[config.mk]
export PLATFORM = sky130hd
export DESIGN_NAME = rop_filter_top
export DESIGN_NICKNAME = d
export VERILOG_FILES = /design/src/verilog/rop_pkg.sv /design/src/verilog/pix_credit_fifo.sv /design/src/verilog/out_credit_gate.sv /design/src/verilog/adj_col_counter.sv /design/src/verilog/prev_row_stores.sv /design/src/verilog/neighbor_sum.sv /design/src/verilog/rop_filter_top.sv
export SDC_FILE = /design/constraint.sdc
export NUM_CORES = 1
export LEC_CHECK = 0
export BUFFER_PORTS_ARGS = -buffer_cell sky130_fd_sc_hd__buf_2
export CORE_MARGIN = 8
export CORE_UTILIZATION = 25
export DETAILED_ROUTE_END_ITERATION = 10
export GPL_TIMING_DRIVEN = 0
export HOLD_SLACK_MARGIN = 0.08
export PLACE_DENSITY = 0.5
export REMOVE_ABC_BUFFERS = 1
export SLEW_MARGIN = 20
export SYNTH_ARGS = -nofsm -noshare
export SYNTH_HDL_FRONTEND = slang
export SYNTH_SLANG_ARGS = --single-unit
[constraint.sdc]
create_clock -name clk -period 5.1 [get_ports clk]
set_input_delay 0.51 -clock clk [delete_from_list [all_inputs] [get_ports clk]]
set_output_delay 0.51 -clock clk [all_outputs]
set_load 0.01 [all_outputs]
[src/verilog/rop_pkg.sv]
package rop_pkg;

    // Frame geometry
    localparam int MAX_COLS   = 8;
    localparam int FRAME_ROWS = 6;
    localparam int COL_WIDTH  = $clog2(MAX_COLS);
    localparam int ROW_WIDTH  = $clog2(FRAME_ROWS);

    // Horizontal count 0..3, neighbourhood count 0..9
    localparam int COUNT_WIDTH = 2;
    localparam int SUM_WIDTH   = 4;

    // Credit budgets
    localparam int IN_CREDITS   = 4;
    localparam int OUT_CREDITS  = 4;
    localparam int CREDIT_WIDTH = $clog2(OUT_CREDITS + 1);

    // Cycles without a pop after an end-of-line pixel
    localparam int ROW_GAP = 2;

    typedef logic [MAX_COLS-1:0][COUNT_WIDTH-1:0] count_row_t;
    typedef logic [MAX_COLS-1:0]                  mask_row_t;

    typedef struct packed {
        logic mark;
        logic eol;
    } pix_t;

    // Horizontal result for one column, with that column's own mark
    typedef struct packed {
        logic                   valid;
        logic                   last;
        logic                   mark;
        logic [COUNT_WIDTH-1:0] count;
    } adj_col_t;

    typedef struct packed {
        logic [ROW_WIDTH-1:0] row;
        logic [COL_WIDTH-1:0] col;
        logic                 mark;
        logic [SUM_WIDTH-1:0] count;
    } rop_result_t;

endpackage

[src/verilog/pix_credit_fifo.sv]
`timescale 1ns/1ps

module pix_credit_fifo
    import rop_pkg::*;
#(
    parameter int depth = IN_CREDITS
) (
    input  logic clk,
    input  logic rst_n,
    input  logic in_valid,
    input  pix_t in_pix,
    input  logic pop,
    output pix_t head,
    output logic not_empty,
    output logic in_credit
);

    typedef logic [$clog2(depth)-1:0]   ptr_t;
    typedef logic [$clog2(depth+1)-1:0] cnt_t;

    pix_t mem [depth];
    ptr_t wr_ptr;
    ptr_t rd_ptr;
    cnt_t count;
    logic full;
    logic wr_en;
    logic rd_en;

    function automatic ptr_t next_ptr(input ptr_t ptr);
        return (ptr == ptr_t'(depth - 1)) ? '0 : ptr + 1'b1;
    endfunction

    assign full      = (count == cnt_t'(depth));
    assign not_empty = (count != '0);
    assign wr_en     = in_valid && !full;
    assign rd_en     = pop && not_empty;
    assign head      = mem[rd_ptr];

    always_ff @(posedge clk) begin
        if (wr_en) begin
            mem[wr_ptr] <= in_pix;
        end
    end

    always_ff @(posedge clk) begin
        if (!rst_n) begin
            wr_ptr <= '0;
            rd_ptr <= '0;
            count  <= '0;
        end else begin
            if (wr_en) begin
                wr_ptr <= next_ptr(wr_ptr);
            end
            if (rd_en) begin
                rd_ptr <= next_ptr(rd_ptr);
            end
            case ({wr_en, rd_en})
                2'b10:   count <= count + 1'b1;
                2'b01:   count <= count - 1'b1;
                default: count <= count;
            endcase
        end
    end

    // One credit back to the source per popped pixel
    always_ff @(posedge clk) begin
        if (!rst_n) begin
            in_credit <= 1'b0;
        end else begin
            in_credit <= rd_en;
        end
    end

endmodule

[src/verilog/out_credit_gate.sv]
`timescale 1ns/1ps

module out_credit_gate
    import rop_pkg::*;
(
    input  logic clk,
    input  logic rst_n,
    input  logic not_empty,
    input  logic head_eol,
    input  logic out_credit,
    output logic pop
);

    logic [CREDIT_WIDTH-1:0] credits;
    logic [1:0]              gap;
    logic [ROW_WIDTH-1:0]    row;
    logic                    row_zero;
    logic                    consume;

    // Row 0 of a frame produces no results, so it needs no credit
    assign row_zero = (row == '0);
    assign pop      = not_empty && (gap == '0) && (row_zero || credits != '0);
    assign consume  = pop && !row_zero;

    always_ff @(posedge clk) begin
        if (!rst_n) begin
            credits <= CREDIT_WIDTH'(OUT_CREDITS);
        end else begin
            case ({out_credit, consume})
                2'b10:   credits <= credits + 1'b1;
                2'b01:   credits <= credits - 1'b1;
                default: credits <= credits;
            endcase
        end
    end

    // Row-end gap and frame row tracking
    always_ff @(posedge clk) begin
        if (!rst_n) begin
            gap <= '0;
            row <= '0;
        end else if (pop && head_eol) begin
            gap <= 2'(ROW_GAP);
            row <= (row == ROW_WIDTH'(FRAME_ROWS - 1)) ? '0 : row + 1'b1;
        end else if (gap != '0) begin
            gap <= gap - 1'b1;
        end
    end

endmodule

[src/verilog/adj_col_counter.sv]
`timescale 1ns/1ps

module adj_col_counter
    import rop_pkg::*;
(
    input  logic     clk,
    input  logic     rst_n,
    input  logic     pix_valid,
    input  pix_t     pix,
    output adj_col_t adj_col
);

    logic pix_q_valid;
    pix_t pix_q;
    logic left_mark;
    logic mid_mark;
    logic first;
    logic flush;

    // Input stage
    always_ff @(posedge clk) begin
        if (!rst_n) begin
            pix_q_valid <= 1'b0;
        end else begin
            pix_q_valid <= pix_valid;
        end
    end

    always_ff @(posedge clk) begin
        if (pix_valid) begin
            pix_q <= pix;
        end
    end

    // Mark history, left of column 0 reads as unmarked
    always_ff @(posedge clk) begin
        if (!rst_n) begin
            left_mark <= 1'b0;
            mid_mark  <= 1'b0;
            first     <= 1'b1;
            flush     <= 1'b0;
        end else if (pix_q_valid) begin
            left_mark <= first ? 1'b0 : mid_mark;
            mid_mark  <= pix_q.mark;
            first     <= pix_q.eol;
            flush     <= pix_q.eol;
        end else begin
            flush <= 1'b0;
        end
    end

    always_ff @(posedge clk) begin
        if (!rst_n) begin
            adj_col <= '0;
        end else if (pix_q_valid && !first) begin
            adj_col.valid <= 1'b1;
            adj_col.last  <= 1'b0;
            adj_col.mark  <= mid_mark;
            adj_col.count <= COUNT_WIDTH'(left_mark) + COUNT_WIDTH'(mid_mark)
                           + COUNT_WIDTH'(pix_q.mark);
        end else if (flush) begin
            // Last column, right of it is outside the frame
            adj_col.valid <= 1'b1;
            adj_col.last  <= 1'b1;
            adj_col.mark  <= mid_mark;
            adj_col.count <= COUNT_WIDTH'(left_mark) + COUNT_WIDTH'(mid_mark);
        end else begin
            adj_col.valid <= 1'b0;
            adj_col.last  <= 1'b0;
        end
    end

endmodule

[src/verilog/prev_row_stores.sv]
`timescale 1ns/1ps

module prev_row_stores
    import rop_pkg::*;
(
    input  logic                 clk,
    input  logic                 rst_n,
    input  adj_col_t             adj_col,
    output logic [ROW_WIDTH-1:0] row_index,
    output logic                 next_row,
    output count_row_t           upper_row_rop_count,
    output count_row_t           center_row_rop_count,
    output mask_row_t            center_row_rop_mask
);

    count_row_t           hot_row_rop_count;
    mask_row_t            hot_row_mask;
    logic [COL_WIDTH-1:0] hot_col;
    logic                 shift_pending;

    // Hot row filled at a running column index
    always_ff @(posedge clk) begin
        if (!rst_n) begin
            hot_row_rop_count <= '0;
            hot_row_mask      <= '0;
            hot_col           <= '0;
        end else if (adj_col.valid) begin
            hot_row_rop_count[hot_col] <= adj_col.count;
            hot_row_mask[hot_col]      <= adj_col.mark;
            if (adj_col.last) begin
                hot_col <= '0;
            end else begin
                hot_col <= hot_col + 1'b1;
            end
        end
    end

    always_ff @(posedge clk) begin
        if (!rst_n) begin
            shift_pending <= 1'b0;
        end else begin
            shift_pending <= adj_col.valid && adj_col.last;
        end
    end

    // Hot to centre to upper, one cycle after the row's last result
    always_ff @(posedge clk) begin
        if (!rst_n) begin
            row_index            <= '0;
            next_row             <= 1'b0;
            upper_row_rop_count  <= '0;
            center_row_rop_count <= '0;
            center_row_rop_mask  <= '0;
        end else if (shift_pending) begin
            next_row             <= 1'b1;
            center_row_rop_count <= hot_row_rop_count;
            center_row_rop_mask  <= hot_row_mask;
            // New centre is the frame's top row
            if (row_index == '0) begin
                upper_row_rop_count <= '0;
            end else begin
                upper_row_rop_count <= center_row_rop_count;
            end
            if (row_index == ROW_WIDTH'(FRAME_ROWS - 1)) begin
                row_index <= '0;
            end else begin
                row_index <= row_index + 1'b1;
            end
        end else begin
            next_row <= 1'b0;
        end
    end

endmodule

[src/verilog/neighbor_sum.sv]
`timescale 1ns/1ps

module neighbor_sum
    import rop_pkg::*;
(
    input  logic                 clk,
    input  logic                 rst_n,
    input  adj_col_t             adj_col,
    input  logic [ROW_WIDTH-1:0] row_index,
    input  logic                 next_row,
    input  count_row_t           upper_row_rop_count,
    input  count_row_t           center_row_rop_count,
    input  mask_row_t            center_row_rop_mask,
    output logic                 out_valid,
    output rop_result_t          out_result
);

    logic [COL_WIDTH-1:0] low_col;
    logic [SUM_WIDTH-1:0] sum;
    logic                 has_center;

    // Column of the lower row, restarted by each row shift
    always_ff @(posedge clk) begin
        if (!rst_n) begin
            low_col <= '0;
        end else if (next_row) begin
            low_col <= '0;
        end else if (adj_col.valid) begin
            low_col <= low_col + 1'b1;
        end
    end

    assign sum = SUM_WIDTH'(upper_row_rop_count[low_col])
               + SUM_WIDTH'(center_row_rop_count[low_col])
               + SUM_WIDTH'(adj_col.count);

    // Incoming row 0 has no centre row above it
    assign has_center = (row_index != '0);

    always_ff @(posedge clk) begin
        if (!rst_n) begin
            out_valid <= 1'b0;
        end else begin
            out_valid <= adj_col.valid && has_center;
        end
    end

    always_ff @(posedge clk) begin
        if (adj_col.valid) begin
            out_result.row   <= row_index - 1'b1;
            out_result.col   <= low_col;
            out_result.mark  <= center_row_rop_mask[low_col];
            out_result.count <= sum;
        end
    end

endmodule

[src/verilog/rop_filter_top.sv]
`timescale 1ns/1ps

module rop_filter_top
    import rop_pkg::*;
(
    input  logic        clk,
    input  logic        rst_n,
    input  logic        in_valid,
    input  pix_t        in_pix,
    output logic        in_credit,
    input  logic        out_credit,
    output logic        out_valid,
    output rop_result_t out_result
);

    pix_t                 fifo_head;
    logic                 fifo_not_empty;
    logic                 pop;
    adj_col_t             adj_col;
    logic [ROW_WIDTH-1:0] row_index;
    logic                 next_row;
    count_row_t           upper_row_rop_count;
    count_row_t           center_row_rop_count;
    mask_row_t            center_row_rop_mask;

    pix_credit_fifo #(
        .depth(IN_CREDITS)
    ) i_in_fifo (
        .clk       (clk),
        .rst_n     (rst_n),
        .in_valid  (in_valid),
        .in_pix    (in_pix),
        .pop       (pop),
        .head      (fifo_head),
        .not_empty (fifo_not_empty),
        .in_credit (in_credit)
    );

    out_credit_gate i_gate (
        .clk        (clk),
        .rst_n      (rst_n),
        .not_empty  (fifo_not_empty),
        .head_eol   (fifo_head.eol),
        .out_credit (out_credit),
        .pop        (pop)
    );

    adj_col_counter i_adj (
        .clk       (clk),
        .rst_n     (rst_n),
        .pix_valid (pop),
        .pix       (fifo_head),
        .adj_col   (adj_col)
    );

    prev_row_stores i_rows (
        .clk                  (clk),
        .rst_n                (rst_n),
        .adj_col              (adj_col),
        .row_index            (row_index),
        .next_row             (next_row),
        .upper_row_rop_count  (upper_row_rop_count),
        .center_row_rop_count (center_row_rop_count),
        .center_row_rop_mask  (center_row_rop_mask)
    );

    neighbor_sum i_sum (
        .clk                  (clk),
        .rst_n                (rst_n),
        .adj_col              (adj_col),
        .row_index            (row_index),
        .next_row             (next_row),
        .upper_row_rop_count  (upper_row_rop_count),
        .center_row_rop_count (center_row_rop_count),
        .center_row_rop_mask  (center_row_rop_mask),
        .out_valid            (out_valid),
        .out_result           (out_result)
    );

endmodule

==> results.toml, run 1 <==
[sta]
hold_slack_ns = 0.3337
timing.final.ws_setup_ns = 1.774
finalCritPeriodShare_pct = 65.22
worst_clock_skew_ns = 0.008126
slew_violations = 0
setup_violations = 0
tightest_slew_ns = 0.9712
maxSlewHeadroom_pct = 35.17
hold_viol_final = 0
fmax_mhz = 300.6
rsz0062_at_grt = "false"
finalCriticalPeriod_ns = 3.326
fin_setup_tns_ns = 0

[synthesis]
synth_compound_area_share_pct = 4.047
synth_cell_types = 39
yosysWarnings = 0
synth_top_area_cell = "dfxtp_1"
syn_inst = 481
synth_edf_count = 21
ys_ff_latch = 125
synth_xor_xnor_area_share_pct = 1.280
synth_top_area_share_pct = 38.04
synthMuxAreaShare_pct = 17.44
synth-simple-area-share_pct = 18.08
synth.cell_area_um2 = 5473
ys_seq_area_share_pct = 49.57
synthAdderAreaFrac_pct = 5.944
async_flop_share_pct = 0
synth_area_per_cell_um2 = 11.38
yosys_most_used_dff = "dfxtp_1"
synth_top_family_by_area = "simple AND/OR/NAND/NOR gates"
synthTopCellsByArea = "dfxtp_1 38%, mux2i_1 12%, edfxtp_1 12%"

[grt]
grt_pass1_vias = 3449
grt_first_pass_wirelength_um = 17080
grt_max_degree = 103
grt.busiest_layer = "met2"
grt_use_met3_pct = 2.857
antenna_found_initial = 0
gr-usage-met1_pct = 9.785
grt_overflow = 0
grt_use_total_pct = 8.049
use_met2_pct = 12.90

[drt]
viasPerCell = 4.117
route.detailed.drc = 0
ant_nets = 0
first_pass_iters = 4
wirelength_um = 9938
wl_per_cell_um = 12.69
num_vias = 3224
drt_iter0_drc = 88

[power_and_ir_drop]
clkPwrFrac_pct = 47.6
p_int_mw = 2.124
comb_power_share_pct = 10.7
seq_power_share_pct = 41.7
fin_total_pwr_mw = 2.807
switching_power_mw = 0.6831
p_sw_share_pct = 24.34
p_leak_nw = 2.372
vdd_drop_max_v = 0.0002481
powerDensity_nw_per_um2 = 435.8

[floorplan]
dieArea_um2 = 26880
die_h_um = 164.0
core_area_um2 = 21690
placementRows = 54
io-pin-count = 19
initial_core_util_pct = 25.23
die_width_um = 164.0

[clocking]
post_cts_buffers = 0
htreeDepth = 4
clockRootBuffer = "clkbuf_16"
ctsResizeCount = 0
clk_pin_slew_worst_paths_ns = 0.06
cts.path.max_buffers = 2
clkSinkCount = 125
numCtsBuffers = 17
cts_hold_buf = 0
cts_tree = "yes"
clk_latency_ns = 0.41

[place]
portBuffers = 18
gp_congestion = 0.6807
place_ws_ns = 1.773
placedCellCount = 751
dp_hpwl_um = 6292

[critical_path]
r2r-end = "i_sum.out_result[1]"
start_kind = "flip-flop"
reg2reg_from = "i_sum.low_col[0]"
cp_max_fo = 13
crit_type = "reg -> reg"
cp.required_ns = 5.25
rrSetupSlack_ns = 1.77
r2r_cells = 7
startpoint = "i_sum.low_col[0]"
endpoint_kind = "flip-flop"
cp.arrival_ns = 3.48
crit_end = "i_sum.out_result[1]"

[cells_and_area]
n_antenna_cell = 0
drive_gt1_share_pct = 14.51
syn_to_final_growth_pct = 17.70
fillers = 2171
final_nets = 519
final_cell_count_no_fill = 783

[hold_path]
min_path_type = "in -> reg"

[run_status]
status = "completed"

[job]
cap_viol_max_count = 0
-- flip-flops by register name, indices dropped and copies added (netlist names), 2 cells and up, named ones only --
| register | count |
|---|---|
| i_rows.center_row_rop_count | 16 |
| i_rows.hot_row_rop_count | 16 |
| i_rows.upper_row_rop_count | 16 |
| i_sum.out_result | 11 |
| i_in_fifo.mem | 8 |
| i_rows.center_row_rop_mask | 8 |
| i_rows.hot_row_mask | 8 |
| i_adj.adj_col | 5 |
| i_gate.credits | 3 |
| i_gate.row | 3 |
| i_in_fifo.count | 3 |
| i_rows.hot_col | 3 |
| i_rows.row_index | 3 |
| i_sum.low_col | 3 |
| i_adj.pix_q | 2 |
| i_gate.gap | 2 |
| i_in_fifo.rd_ptr | 2 |
| i_in_fifo.wr_ptr | 2 |
-- power by group through the flow --
stage	sequential (mW)	combinational, mW	clock (mW)
2_1_floorplan	1.17	0.231	0
3_3_place_gp	1.19	0.291	0
3_5_place_dp	1.19	0.304	0
4_1_cts	1.17	0.306	1.38
5_1_grt	1.19	0.341	1.42
6_report	1.17	0.300	1.34
-- layout by cell type, fill, tap and decap left out, types with 4 or more instances in the layout --
cell and n:
nand2_1 17, buf_2 17, bufinv_16 5, or3_1 4, edfxtp_1 21, nor2_1 9
and2_1 15, o21ai_0 8, ha_1 18, o211a_1 5, nand2b_1 6, xor2_1 4
fa_1 5, clkbuf_16 17, mux2i_1 65, mux4_2 12, nor2b_1 91, xnor2_1 4
dfxtp_1 102, a21oi_1 18, inv_1 18, and3_1 4
-- Yosys cell counts (2+ instances only) --
library cell  instances
dfxtp_1             104
nor2b_1              91
mux2i_1              65
edfxtp_1             21
a21oi_1              18
ha_1                 18
inv_1                18
clkbuf_1             17
nand2_1              17
and2_1               15
mux4_2               12
nor2_1                9
buf_2                 8
o21ai_0               8
nand2b_1              6
fa_1                  5
o211a_1               5
and3_1                4
or3_1                 4
xnor2_1               4
xor2_1                4
a21boi_0              3
mux2_2                3
nand4b_1              3
buf_6                 2
nand3_1               2
nor3_2                2
nor3b_2               2
-- critical path: stages (launching register included) --
cell and delay (ns):
dfxtp_1 0.95, mux4_2 0.64, mux2_2 0.29, ha_1 0.19, inv_1 0.06, fa_1 0.40
inv_1 0.11, fa_1 0.42
-- metal layers --
metal / share of wire, % / up-vias
met5: 0 / -
met4: 1.2 / 0
met3: 3.9 / 9
met2: 46 / 38
met1: 48 / 1524
li1: - / 1653
-- per-stage QoR --
stage          cell area (um2)  utilization (%)
2_1_floorplan             5341                -
3_3_place_gp              5782            26.66
3_5_place_dp              5788            26.69
4_1_cts                   6440            29.69
5_1_grt                   6441            29.70
6_report                  6441            29.70
-- logic make-up (layout without fill, tap and decap cells) --
| logic type | after synthesis | count (layout) |
|---|---|---|
| buffers and inverters | 46 | 68 |
| AO/OA/AOI/OAI | 36 | 36 |
| XOR/XNOR | 8 | 8 |
| flip-flops | 125 | 125 |
| multiplexers | 80 | 80 |
| AND/OR/NAND/NOR | 163 | 163 |
| adder cells (fa/ha/maj) | 23 | 23 |
-- how the worst min path moves through the flow --
| stage | startpoint | end | slack (ns) | depth (start not counted) |
|---|---|---|---|---|
| after detailed placement | i_adj.first | i_adj.first | 0.48 | 2 |
| after floorplan | i_gate.gap[1] | i_gate.gap[1] | 0.45 | 2 |
| final | in_pix[0] | i_in_fifo.mem[3][0] | 0.33 | 1 |
| after global placement | i_gate.gap[1] | i_gate.gap[1] | 0.47 | 2 |
| after global routing | in_pix[1] | i_in_fifo.mem[0][1] | 0.32 | 1 |
| after CTS | in_pix[1] | i_in_fifo.mem[0][1] | 0.31 | 1 |
-- cell type report --
class / instances / area [um2] / share of cell area [%]
clock buffers: 18 / 439.2 / 6.818
clock inverters: 14 / 212.7 / 3.302
inverters: 18 / 67.56 / 1.049
multi-input cells: 310 / 2561 / 39.76
flip-flops and latches: 125 / 2718 / 42.19
well taps: 280 / 350.3 / 5.439
repair buffers: 18 / 92.59 / 1.437
(Power assumes the default switching activity.)
==> run 2: changes to the inputs <==
==> constraint.sdc (replaced) <==
create_clock -name clk -period 3.4 [get_ports clk]
set_input_delay 0.34 -clock clk [delete_from_list [all_inputs] [get_ports clk]]
set_output_delay 0.34 -clock clk [all_outputs]
set_load 0.01 [all_outputs]
==> results.toml, run 2 (synthesized netlist as in run 1, its figures left out) <==
[run_status]
status = "completed"

[clocking]
htreeDepth = 4
clk_pin_slew_worst_paths_ns = 0.06
post_cts_buffers = 0
clockRootBuffer = "clkbuf_16"
cts_tree = "yes"
cts_hold_buf = 0
cts.path.max_buffers = 2
numCtsBuffers = 17
clk_latency_ns = 0.41
clkSinkCount = 125
ctsResizeCount = 0

[sta]
slew_violations = 0
finalCritPeriodShare_pct = 88.15
tightest_slew_ns = 0.8241
setup_violations = 0
rsz0062_at_grt = "false"
finalCriticalPeriod_ns = 2.997
worst_clock_skew_ns = 0.008126
hold_slack_ns = 0.1637
fmax_mhz = 333.7
maxSlewHeadroom_pct = 45.06
hold_viol_final = 0
fin_setup_tns_ns = 0

[grt]
grt_use_total_pct = 8.049
grt_pass1_vias = 3449
grt_overflow = 0
antenna_found_initial = 0
grt_first_pass_wirelength_um = 17080
grt.busiest_layer = "met2"
gr-usage-met1_pct = 9.785
use_met2_pct = 12.90
grt_max_degree = 103
grt_use_met3_pct = 2.857

[floorplan]
dieArea_um2 = 26880
die_width_um = 164.0
io-pin-count = 19
core_area_um2 = 21690
placementRows = 54
initial_core_util_pct = 25.23
die_h_um = 164.0

[drt]
wl_per_cell_um = 12.69
drt_iter0_drc = 88
route.detailed.drc = 0
first_pass_iters = 4
viasPerCell = 4.117
ant_nets = 0
num_vias = 3224
wirelength_um = 9938

[power_and_ir_drop]
vdd_drop_max_v = 0.0003722
p_leak_nw = 2.372
powerDensity_nw_per_um2 = 653.5
fin_total_pwr_mw = 4.210

[place]
gp_congestion = 0.6807
placedCellCount = 751
dp_hpwl_um = 6292
portBuffers = 18

[cells_and_area]
final_cell_count_no_fill = 783
top_regs = "i_rows.center_row_rop_count x16, i_rows.hot_row_rop_count x16, i_rows.upper_row_rop_count x16"
fin_util_pct = 29.70
fillers = 2170
syn_to_final_growth_pct = 17.72
layout_commonest_cell = "dfxtp_1"
final_nets = 519
n_antenna_cell = 0
most-common-layout-cells = "101 x dfxtp_1, 91 x nor2b_1, 65 x mux2i_1"
drive_gt1_share_pct = 14.71

[critical_path]
r2r-end = "i_sum.out_result[1]"
cp.arrival_ns = 3.15
crit_type = "reg -> reg"
cp_max_fo = 13
endpoint_kind = "flip-flop"
start_kind = "flip-flop"
rrSetupSlack_ns = 0.40
r2r_cells = 7
reg2reg_from = "i_sum.low_col[0]"
cp.required_ns = 3.55

[job]
cap_viol_max_count = 0

[hold_path]
holdPathStages = 1
min_from = "in_pix[0]"
holdPathEnd = "i_in_fifo.mem[3][0]"
min_path_type = "in -> reg"
## run 2: worst max-delay path by stage
stage                                start                  end  slack, ns  depth (start not counted)
final                     i_sum.low_col[0]  i_sum.out_result[1]       0.40                          7
after global routing      i_sum.low_col[0]  i_sum.out_result[3]       0.25                          9
after CTS                 i_sum.low_col[0]  i_sum.out_result[1]       0.06                          7
after detailed placement  i_sum.low_col[0]  i_sum.out_result[1]       0.07                          7
after global placement    i_sum.low_col[0]  i_sum.out_result[3]       0.05                          9
after floorplan           i_sum.low_col[0]  i_sum.out_result[1]       0.46                          7
## run 2: power by group
part	internal [mW]	leakage [nW]	switching, mW	total, mW
logic	0.228	1.03	0.222	0.450
registers	1.64	1.03	0.122	1.76
clock network	1.32	0.317	0.681	2.00
## run 2: worst max-delay path, cell delays in order, from the launching register on
cell	delay [ns]
dfxtp_2	0.66
mux4_2	0.61
mux2_2	0.29
ha_1	0.19
inv_1	0.06
fa_1	0.40
inv_1	0.11
fa_1	0.42
## run 2: metal layers
layer | routed length, um | part of all wire, %
met1 | 4818 | 48
met2 | 4617 | 46
met3 | 383 | 3.9
met4 | 119 | 1.2
met5 | 0 | 0
## run 2: metrics by stage
| step | cell area (um2) | worst slack, ns |
|---|---|---|
| 2_1_floorplan | 5341 | 0.4626 |
| 3_3_place_gp | 5782 | 0.04729 |
| 3_5_place_dp | 5788 | 0.07322 |
| 4_1_cts | 6440 | 0.06180 |
| 5_1_grt | 6442 | 0.2540 |
| 6_report | 6442 | 0.4031 |
## run 2: layout make-up
class / instances / area, um2 / area share (%)
clock buffers: 18 / 439.2 / 6.817
clock inverters: 14 / 212.7 / 3.302
inverters: 18 / 67.56 / 1.049
multi-input cells: 310 / 2561 / 39.76
flip-flops and latches: 125 / 2719 / 42.20
well taps: 280 / 350.3 / 5.438
repair buffers: 18 / 92.59 / 1.437
